<file path="src/logic/fetch_pkg.sv">
package fetch_pkg;

    // ~~~~~~~~~~~~~~~~~~~~
    // Widths with a meaning
    // ~~~~~~~~~~~~~~~~~~~~

    typedef logic [63:0] addr_t;   // Instruction address on the core side.
    typedef logic [31:0] inst_t;   // One instruction word.
    typedef logic [31:0] paddr_t;  // Address on the APB side.

    // ~~~~~~~~~~~~~~~~~~~~
    // Refill requester FSM
    // ~~~~~~~~~~~~~~~~~~~~

    // Idle waits for a request, setup is the APB setup phase and access
    // lasts until the slave raises pready.
    typedef enum logic [1:0] {
        refill_idle   = 2'd0,
        refill_setup  = 2'd1,
        refill_access = 2'd2
    } refill_state_t;

endpackage

</file>
<file path="src/logic/fetch_stage.sv">
`timescale 1ns/10ps

module fetch_stage
    import fetch_pkg::*;
#(
    parameter addr_t RESET_PC = 64'h100
) (
    input  logic  clock,
    input  logic  reset,

    input  logic  redirect,
    input  addr_t redirect_pc,
    input  logic  stall,

    input  logic  miss,
    input  inst_t hit_inst,

    output addr_t fetch_pc,

    output logic  out_valid,
    output inst_t out_inst,
    output addr_t out_pc
);

    addr_t pc_plus4;
    addr_t next_pc;
    logic  advance;
    logic  load_out;

    // ~~~~~~~~~~~~~~~~~~~~
    // Next PC
    // ~~~~~~~~~~~~~~~~~~~~

    always_comb begin
        pc_plus4 = fetch_pc + 64'd4;
        next_pc  = redirect ? redirect_pc : pc_plus4;  // Redirect wins over the sequential step.

        // A redirect moves the PC even under stall or a pending miss.
        advance  = redirect || (!stall && !miss);

        // Only a real hit that is not thrown away reaches the outputs.
        load_out = !redirect && !stall && !miss;
    end

    always_ff @(posedge clock, posedge reset) begin
        if (reset) begin
            fetch_pc <= RESET_PC;
        end else if (advance) begin
            fetch_pc <= next_pc;
        end
    end

    // ~~~~~~~~~~~~~~~~~~~~
    // Output registers
    // ~~~~~~~~~~~~~~~~~~~~

    always_ff @(posedge clock, posedge reset) begin
        if (reset) begin
            out_valid <= 1'b0;
        end else if (redirect) begin
            out_valid <= 1'b0;  // The word fetched in this cycle belongs to the old path.
        end else if (!stall) begin
            out_valid <= !miss;
        end
    end

    // The word and its address move only together with a valid hit.
    always_ff @(posedge clock) begin
        if (load_out) begin
            out_inst <= hit_inst;
            out_pc   <= fetch_pc;
        end
    end

endmodule

</file>
<file path="config.mk">
export PLATFORM = sky130hd
export DESIGN_NAME = fetch_stage
export DESIGN_NICKNAME = d
export VERILOG_FILES = /design/src/logic/fetch_pkg.sv /design/src/logic/fetch_stage.sv
export SDC_FILE = /design/constraint.sdc
export NUM_CORES = 1
export LEC_CHECK = 0
export BUFFER_PORTS_ARGS = -buffer_cell sky130_fd_sc_hd__buf_2
export CAP_MARGIN = 20
export CORE_MARGIN = 2
export CORE_UTILIZATION = 45
export CTS_BUF_LIST = sky130_fd_sc_hd__clkbuf_2
export CTS_CLUSTER_SIZE = 28
export DETAILED_ROUTE_END_ITERATION = 7
export PLACE_DENSITY = 0.75
export SKIP_CTS_REPAIR_TIMING = 1
export SLEW_MARGIN = 25
export SYNTH_ARGS = -nofsm -noshare
export SYNTH_HDL_FRONTEND = slang
export SYNTH_SLANG_ARGS = --single-unit
export TNS_END_PERCENT = 20
</file>
<file path="constraint.sdc">
create_clock -name clock -period 4.5 [get_ports clock]
set_input_delay 0.225 -clock clock [delete_from_list [all_inputs] [get_ports clock]]
set_output_delay 0.225 -clock clock [all_outputs]
set_load 0.05 [all_outputs]
</file>
==> results.yml <==
grt:
  grt_pass1_vias: 5222
  grt_util_all_layers_pct: 23.3
  grt_max_degree: 63
  antenna_found_initial: 1
  grt_pass1_wl_um: 28500
  grt_overflow_total: 0
final_layout:
  nets: 1020
  seq_area_um2: 4510
  layout-drive-gt1-share_pct: 33.6
  fillCellCount: 1118
  area_growth_syn_to_layout_pct: 43.4
  multiInputGateArea_um2: 2110
synthesis:
  synth_nets: 639
  synthesis.area_um2: 6710
  synth_area_leaders: "edfxtp_1 (43%), dfrtp_1 (24%), o21ai_0 (3.7%)"
  yosys_warnings: 0
  synth_cells: 537
  synthTopCellsByCount: "edfxtp_1 (96), dfrtp_1 (64), nand2_1 (61)"
  synth_top_area_share_pct: 43.0
  yosysTopAreaCell: "edfxtp_1"
  ys.flop_type: "edfxtp_1"
  ys_ff_latch: 161
  ys_types: 44
  synth_most_common_cell: "edfxtp_1"
  synth-edff-count: 96
  postSynthAreaPerCell_um2: 12.5
  ys_async_sr_fraction_pct: 40.4
  yosysSeqAreaShare_pct: 67.2
routing:
  ant_nets: 0
  first_pass_iters: 5
  vias_per_cell: 5.33
  drc: 0
  drt_iter0_drc: 298
  via_count: 5953
  drt-total-wl_um: 20100
  wl_per_cell_um: 18.0
min_path:
  hold_depth: 2
  hold_class: "input pin to flip-flop"
worst_setup_path:
  critical_path_class: "flip-flop to flip-flop"
  path_cells: "and4_1, and4_1, nand4_1, xor2_1, o21ai_0, dlygate4sd3_1"
  endpoint_kind: "flip-flop"
  start_kind: "flip-flop"
  crit_path_top_delay_cell: "dlygate4sd3_1"
  required_ns: 5.21
  cp.arrival_ns: 3.57
  cpMostUsedCell: "and4_1"
  worstPathMaxFanout: 13
  crit_path_max_incr_delay_ns: 0.55
  reg2reg_depth: 6
power_and_ir_drop:
  p_leak_nw: 3.92
  cellPowerDensity_nw_per_um2: 337
  peakVddDrop_mv: 0.189
sta:
  setup_tns_ns: 0
  setup_violations: 0
  finClkSkew_ns: 0.0314
  rsz0062_at_grt: "false"
  maxSlewHeadroom_pct: 39.5
  finalCritPeriodShare_pct: 63.5
  fin_crit_ns: 2.86
  finalHoldViolCount: 0
  tightest_slew_ns: 0.907
  timing.fmax_ghz: 0.350
  hold_slack_ns: 0.00330
  slew_viol_final: 0
clock_network:
  clock-sinks: 161
  worstSkewPairLatency_ns: 0.76
  cts_tree: "done"
  cts-root-buf: "clkbuf_2"
  clockBufferDepth: 2
  htreeDepth: 4
  cts_buffers: 17
  clk_pin_slew_ns: 0.22
status:
  status: "complete, no violations"
floorplanning:
  coreArea_um2: 14500
  fp.dieW_um: 126
  rows: 44
  die_h_um: 126
  start_util_pct: 46.2
  ios: 262
  die_area_um2: 15900
place:
  port-buffer-count: 261
  post-dp-hpwl_um: 13600
  place.gp.congestion: 0.840
flow_run:
  maxCapViolCount: 0
-- per-layer routing --
layer / share of wire [%] / up-vias / GRT usage, %
li1: - / 2797 / -
met1: 40 / 2826 / 28.6
met2: 51 / 291 / 38.7
met3: 7.9 / 39 / 8.03
met4: 2.0 / 0 / 8.02
met5: 0 / - / 0
-- worst paths after layout --
path / start / end / slack [ns]
max: fetch_pc[22] / fetch_pc[34] / 1.64
min: redirect / fetch_pc[30] / 0.003
max reg2reg: fetch_pc[22] / fetch_pc[34] / 1.64
min reg2reg: fetch_pc[0] / out_pc[0] / 0.50
max in group asynchronous: reset / fetch_pc[8] / 3.40
min in group asynchronous: reset / fetch_pc[39] / 0.18
-- critical path, delay by kind of cell (launching register included) --
family                    cells  cell delay (ns)
AOI/OAI and AO/OA             1             0.14
xor gates and xnor gates      1             0.29
buffers and inverters         1             0.55
DFF                           1             0.52
and+or+nand+nor               3             1.32
-- per-stage QoR --
| stage | area (um2) | util [%] | setup WS [ns] | instances | total power [mW] |
|---|---|---|---|---|---|
| after floorplan | 6710 | - | 0.723 | 537 | 2.22 |
| after global placement | 8230 | 56.6 | 1.93 | 967 | 2.41 |
| after detailed placement | 8230 | 56.6 | 1.84 | 967 | 2.42 |
| after CTS | 8460 | 58.2 | 1.81 | 999 | 3.17 |
| after global routing | 9620 | 66.2 | 1.49 | 1116 | 3.38 |
| final | 9620 | 66.2 | 1.64 | 1116 | 3.25 |
-- registers in the layout (all words and copies together) (netlist names) --
register,flops
out_valid,1
fetch_pc,64
out_inst,32
out_pc,64
-- kinds of logic (layout without fill, tap and decap cells) --
group,count (synthesis),count (layout),share of synthesized area (%)
xor gates and xnor gates,36,36,4.70
other,0,1,0
and+or+nand+nor,225,225,18.5
buffers and inverters,26,420,1.49
AOI/OAI and AO/OA,84,84,7.20
DFF,161,161,67.2
adders and majority gates,1,1,0.186
muxes,4,4,0.653
-- power by group --
group | switching [mW] | leakage (nW) | total (mW) | internal (mW)
sequential | 0.109 | 1.65 | 1.78 | 1.67
combinational | 0.480 | 2.14 | 0.699 | 0.220
clock | 0.521 | 0.129 | 0.770 | 0.249
total | 1.11 | 3.92 | 3.25 | 2.14
-- placed cells by master, fill, tap and decap left out, types with 6 or more instances in the layout --
cell / synthesis / final
nand2_1: 61 / 61
dfrtp_1: 64 / 64
xnor2_1: 17 / 17
nor2_1: 31 / 30
edfxtp_1: 96 / 96
and3_1: 10 / 10
clkbuf_2: 0 / 17
nand4_1: 35 / 35
or3_1: 17 / 17
and2_1: 8 / 8
and4_1: 8 / 8
xor2_1: 19 / 19
or4_1: 11 / 11
buf_2: 2 / 261
o21ai_0: 49 / 49
dlygate4sd3_1: 0 / 116
nand3_1: 16 / 16
a31oi_1: 19 / 19
o31ai_1: 7 / 7
nor4_1: 6 / 6
-- final cells by class --
type | instances | share of cell area, %
antenna | 1 | 0.0260
clock buffer | 17 | 0.884
clock inverter | 15 | 1.48
inverter | 5 | 0.195
multi-input combinational | 350 | 21.9
sequential | 161 | 46.9
tap | 184 | 2.39
timing repair buffer | 383 | 26.2
Power figures use the tool's default switching activity.
