**config.mk**
```make
export PLATFORM = sky130hd
export DESIGN_NAME = refill_apb_master
export DESIGN_NICKNAME = d
export VERILOG_FILES = /design/src/logic/fetch_pkg.sv /design/src/logic/refill_apb_master.sv
export SDC_FILE = /design/constraint.sdc
export NUM_CORES = 1
export LEC_CHECK = 0
export BUFFER_PORTS_ARGS = -buffer_cell sky130_fd_sc_hd__buf_4
export CORE_MARGIN = 2
export CORE_UTILIZATION = 30
export DETAILED_ROUTE_END_ITERATION = 8
export HOLD_SLACK_MARGIN = 0.06
export PLACE_DENSITY = 0.7
export SLEW_MARGIN = 5
export SYNTH_ARGS = -nofsm -noshare
export SYNTH_HDL_FRONTEND = slang
export SYNTH_SLANG_ARGS = --single-unit
```
**constraint.sdc**
```tcl
create_clock -name clock -period 3.6 [get_ports clock]
set_input_delay 0.36 -clock clock [delete_from_list [all_inputs] [get_ports clock]]
set_output_delay 0.36 -clock clock [all_outputs]
set_load 0.05 [all_outputs]
```
**src/logic/fetch_pkg.sv**
```systemverilog
package fetch_pkg;

    // ~~~~~~~~~~~~~~~~~~~~
    // Widths with a meaning
    // ~~~~~~~~~~~~~~~~~~~~

    typedef logic [63:0] addr_t;   // Instruction address on the core side.
    typedef logic [31:0] inst_t;   // One instruction word.
    typedef logic [31:0] paddr_t;  // Address on the APB side.

    // ~~~~~~~~~~~~~~~~~~~~
    // Refill requester FSM
    // ~~~~~~~~~~~~~~~~~~~~

    // Idle waits for a request, setup is the APB setup phase and access
    // lasts until the slave raises pready.
    typedef enum logic [1:0] {
        refill_idle   = 2'd0,
        refill_setup  = 2'd1,
        refill_access = 2'd2
    } refill_state_t;

endpackage

```
**src/logic/refill_apb_master.sv**
```systemverilog
`timescale 1ns/10ps

module refill_apb_master
    import fetch_pkg::*;
(
    input  logic   clock,
    input  logic   reset,

    input  logic   refill_req,
    input  paddr_t refill_addr,
    output logic   refill_done,
    output inst_t  refill_data,

    output paddr_t paddr,
    output logic   psel,
    output logic   penable,
    input  logic   pready,
    input  inst_t  prdata
);

    refill_state_t state;
    refill_state_t state_next;
    logic          accept;

    // ~~~~~~~~~~~~~~~~~~~~
    // FSM
    // ~~~~~~~~~~~~~~~~~~~~

    always_comb begin
        accept     = (state == refill_idle) && refill_req;
        state_next = state;
        case (state)
            refill_idle: begin
                if (refill_req) begin
                    state_next = refill_setup;
                end
            end
            refill_setup: begin
                state_next = refill_access;  // Setup lasts exactly one cycle.
            end
            refill_access: begin
                if (pready) begin
                    state_next = refill_idle;
                end
            end
            default: begin
                state_next = refill_idle;
            end
        endcase
    end

    always_ff @(posedge clock, posedge reset) begin
        if (reset) begin
            state <= refill_idle;
        end else begin
            state <= state_next;
        end
    end

    // Captured on the way into setup and held through the access phase.
    always_ff @(posedge clock) begin
        if (accept) begin
            paddr <= refill_addr;
        end
    end

    // ~~~~~~~~~~~~~~~~~~~~
    // Bus and cache side
    // ~~~~~~~~~~~~~~~~~~~~

    always_comb begin
        psel        = (state != refill_idle);
        penable     = (state == refill_access);
        refill_done = (state == refill_access) && pready;  // One cycle, on the last access beat.
        refill_data = prdata;
    end

endmodule

```
==> run_results.csv <==
group,metric,value,unit
status,status,"finished, final reports clean",
flow_run,count_of_max_cap_constraint_violations,0,
global_routing,grtUsageTotal,11.11,%
critical_path,critical_path_arrival,1.69,ns
critical_path,path_cells,"or2_1 > nor2_4",
timing,finalSetupTns,0,ns
clock_tree,clk_pin_slew,0.07,ns
floorplan,start_util,31.81,%
timing,final.min_clock_period,1.792,ns
global_routing,grt_antenna_before_repair,0,
floorplan,die_y_extent,69.83,µm
yosys,fraction_of_the_yosys_area_taken_by_sequential_cells,77.77,%
yosys,synth.cell_area,1300,µm²
routing,drtIter0Drc,8,
timing,fmaxAchievable,557.9,MHz
placement,place.detailed.hpwl,2.002,mm
yosys,xor_xnor_fraction_of_synth_area,0,%
floorplan,rows,23,
clock_tree,clk_latency,0.27,ns
clock_tree,deepest_level_of_the_cts_h_tree,2,
yosys,synth_fp_nets,143,
yosys,netlist_top_cells_area,"sky130_fd_sc_hd__edfxtp_1 74%, sky130_fd_sc_hd__buf_4 18%, sky130_fd_sc_hd__dfrtp_1 3.8%",
cells_and_area,post_route_cells_drive_above_1_share,63.93,%
global_routing,via_count_of_the_first_global_routing_pass,823,
timing,final_setup_vio_count,0,
cells_and_area,number_of_standard_cells_in_the_final_layout_excluding_fillers,172,
floorplan,die_area,4876,µm²
routing,antenna_left,0,
routing,routed-via-count,750,
critical_path,cp_max_fo,32,
critical_path,critical_path.startpoint_type,"register",
clock_tree,clkSinkCount,34,
yosys,synthesis.area_per_instance,17.33,µm²
timing,headroom_to_the_max_slew_limit,39.20,%
timing,final.period_utilization,49.79,%
floorplan,core-area,4086,µm²
critical_path,critPathBufInv,0,
yosys,synth_cell_type_count,9,
placement,placedCellCount,163,
critical_path,startpoint_to_endpoint_class_of_the_critical_path,"reg2reg",
critical_path,cpMaxStageDelayCell,"sky130_fd_sc_hd__nor2_4",
yosys,netlist.top_cell.by_area,"sky130_fd_sc_hd__edfxtp_1",
pwr,p_leak,0.7441,nW
clock_tree,cts.path.max_buffers,2,
timing,slew_viol_final,0,
min_path,tightest_hold_check_type,"in2reg",
pwr,worst_ir_drop_vdd,0.0004838,V
critical_path,path_delay_family,"simple AND/OR/NAND/NOR gates",
cells_and_area,final_net_count,189,
yosys,yosys_warnings,0,
yosys,post_synth_and_or_nand_nor_area_fraction,2.310,%
routing,remaining_drc_errors,0,
yosys,synth_top_family_by_area,"buffers and inverters",
yosys,synth-compound-area-share,0,%
cells_and_area,areaGrowthSynthToFinish,35.03,%
global_routing,grt_max_degree,33,
yosys,synth_adder_area_share,0,%
timing,grt_setup_unrepaired,"false",
placement,routabilityCongestion,0.7109,
global_routing,grt_pass1_wl,3.960,mm
placement,port-buffer-count,70,
critical_path,cp-end-kind,"register",
floorplan,ioPinCount,135,
critical_path,critical_path.max_stage_delay,0.71,ns
timing,worst_clock_skew,0.003011,ns
yosys,share_of_cell_area_taken_by_muxes_after_synthesis,0.8662,%
critical_path,worstPathRequired,3.50,ns
yosys,postSynthCellCount,75,
routing,detailedRoute.firstPassIterationCount,3,
clock_tree,cts_buffer_count,5,
global_routing,grt-ovfl-total,0,
pwr,power_density,768.5,nW/µm²
clock_tree,cts_tree,"done",
timing,fin_worst_hold_slack,0.2563,ns
timing,worstMarginPinSlew,0.9098,ns
pwr,total_power,1.349,mW
yosys,synthDominantCellAreaShare,73.92,%
routing,routedWlPerCell,15.53,µm
yosys,ys_seq_elements,34,
timing,final-hold-violation-count,0,
cells_and_area,n_antenna_cell,0,
floorplan,floorplan.die.width,69.83,µm
routing,wirelength,2.671,mm
cells_and_area,final_core_utilization,42.96,%
clock_tree,root_buffer_cell,"sky130_fd_sc_hd__clkbuf_8",
routing,post_drt_via_cell_ratio,4.360,
[flip-flops by register name, summed over array words and instances, names as in the netlist]
signal and cells:
paddr 32, state 2
[worst reg2reg max path, delay by kind of cell (launching register included)]
kind / cells / cell delay [ns]
simple gates: 2 / 1.00
flops: 1 / 0.40
[layout by cell type, fill, tap and decap left out]
cell type	n
sky130_fd_sc_hd__buf_4	70
sky130_fd_sc_hd__edfxtp_1	32
sky130_fd_sc_hd__clkbuf_8	6
sky130_fd_sc_hd__nor2_1	2
sky130_fd_sc_hd__inv_1	2
sky130_fd_sc_hd__clkbuf_1	2
sky130_fd_sc_hd__dfrtp_1	2
sky130_fd_sc_hd__mux2_2	1
sky130_fd_sc_hd__or2_1	1
sky130_fd_sc_hd__nor2_4	1
sky130_fd_sc_hd__nor2b_1	1
sky130_fd_sc_hd__and2_1	1
sky130_fd_sc_hd__dlygate4sd3_1	1
[final timing paths]
| kind | startpoint | slack, ns | to | depth (start not counted) |
|---|---|---|---|---|
| setup / recovery | state[1]$_DFFE_PP0P_ | 1.81 | paddr[25]$_DFFE_PP_ | 2 |
| hold / removal | refill_addr[15] | 0.26 | paddr[15]$_DFFE_PP_ | 1 |
| setup reg to reg | state[1]$_DFFE_PP0P_ | 1.81 | paddr[25]$_DFFE_PP_ | 2 |
| hold reg to reg | state[1]$_DFFE_PP0P_ | 0.58 | state[1]$_DFFE_PP0P_ | 1 |
| max in group asynchronous | reset | 2.99 | state[0]$_DFFE_PP0P_ | 3 |
| min in group asynchronous | reset | 0.51 | state[1]$_DFFE_PP0P_ | 3 |
[metrics by stage]
| step | setup WS (ns) | area [µm²] |
|---|---|---|
| floorplan | 0.9291 | 1300 |
| global placement | 1.887 | 1655 |
| detailed placement | 1.806 | 1655 |
| CTS | 1.791 | 1755 |
| global route | 1.704 | 1755 |
| finish | 1.808 | 1755 |
[kinds of logic after synthesis]
group,after synthesis
and+or+nand+nor,6
DFF,34
buffers and inverters,34
muxes,1
[routing by layer]
layer  track usage, %  vias up  share of wire, %
li1                 -      316                 -
met1            8.744      348                29
met2            18.94       64                52
met3            7.849       22                14
met4            7.692        0               5.8
met5                0        -                 0
[report_power, final]
group          switching, mW  total [mW]  internal, mW
clock                  0.124       0.280         0.156
combinational          0.370       0.506         0.136
sequential            0.0265       0.562         0.536
[synthesized netlist by cell type]
cell type,instances
sky130_fd_sc_hd__inv_1,2
sky130_fd_sc_hd__mux2_2,1
sky130_fd_sc_hd__buf_4,32
sky130_fd_sc_hd__or2_1,1
sky130_fd_sc_hd__nor2_1,3
sky130_fd_sc_hd__nor2b_1,1
sky130_fd_sc_hd__and2_1,1
sky130_fd_sc_hd__edfxtp_1,32
sky130_fd_sc_hd__dfrtp_1,2
[layout make-up]
cell class,count,area [µm²]
fillers,390,2331
flip-flops and latches,34,1011
repair buffers,71,535.5
clock buffers,8,90.09
well taps,50,62.56
multi-input cells,7,48.80
inverters,2,7.507
[repair_timing]
item	in CTS	in global routing
gates resized for setup	0	0
hold buffers	1	0
setup buffers	0	0
hold endpoints to repair	2	0
Note: power is estimated with default switching activity, not from simulation.
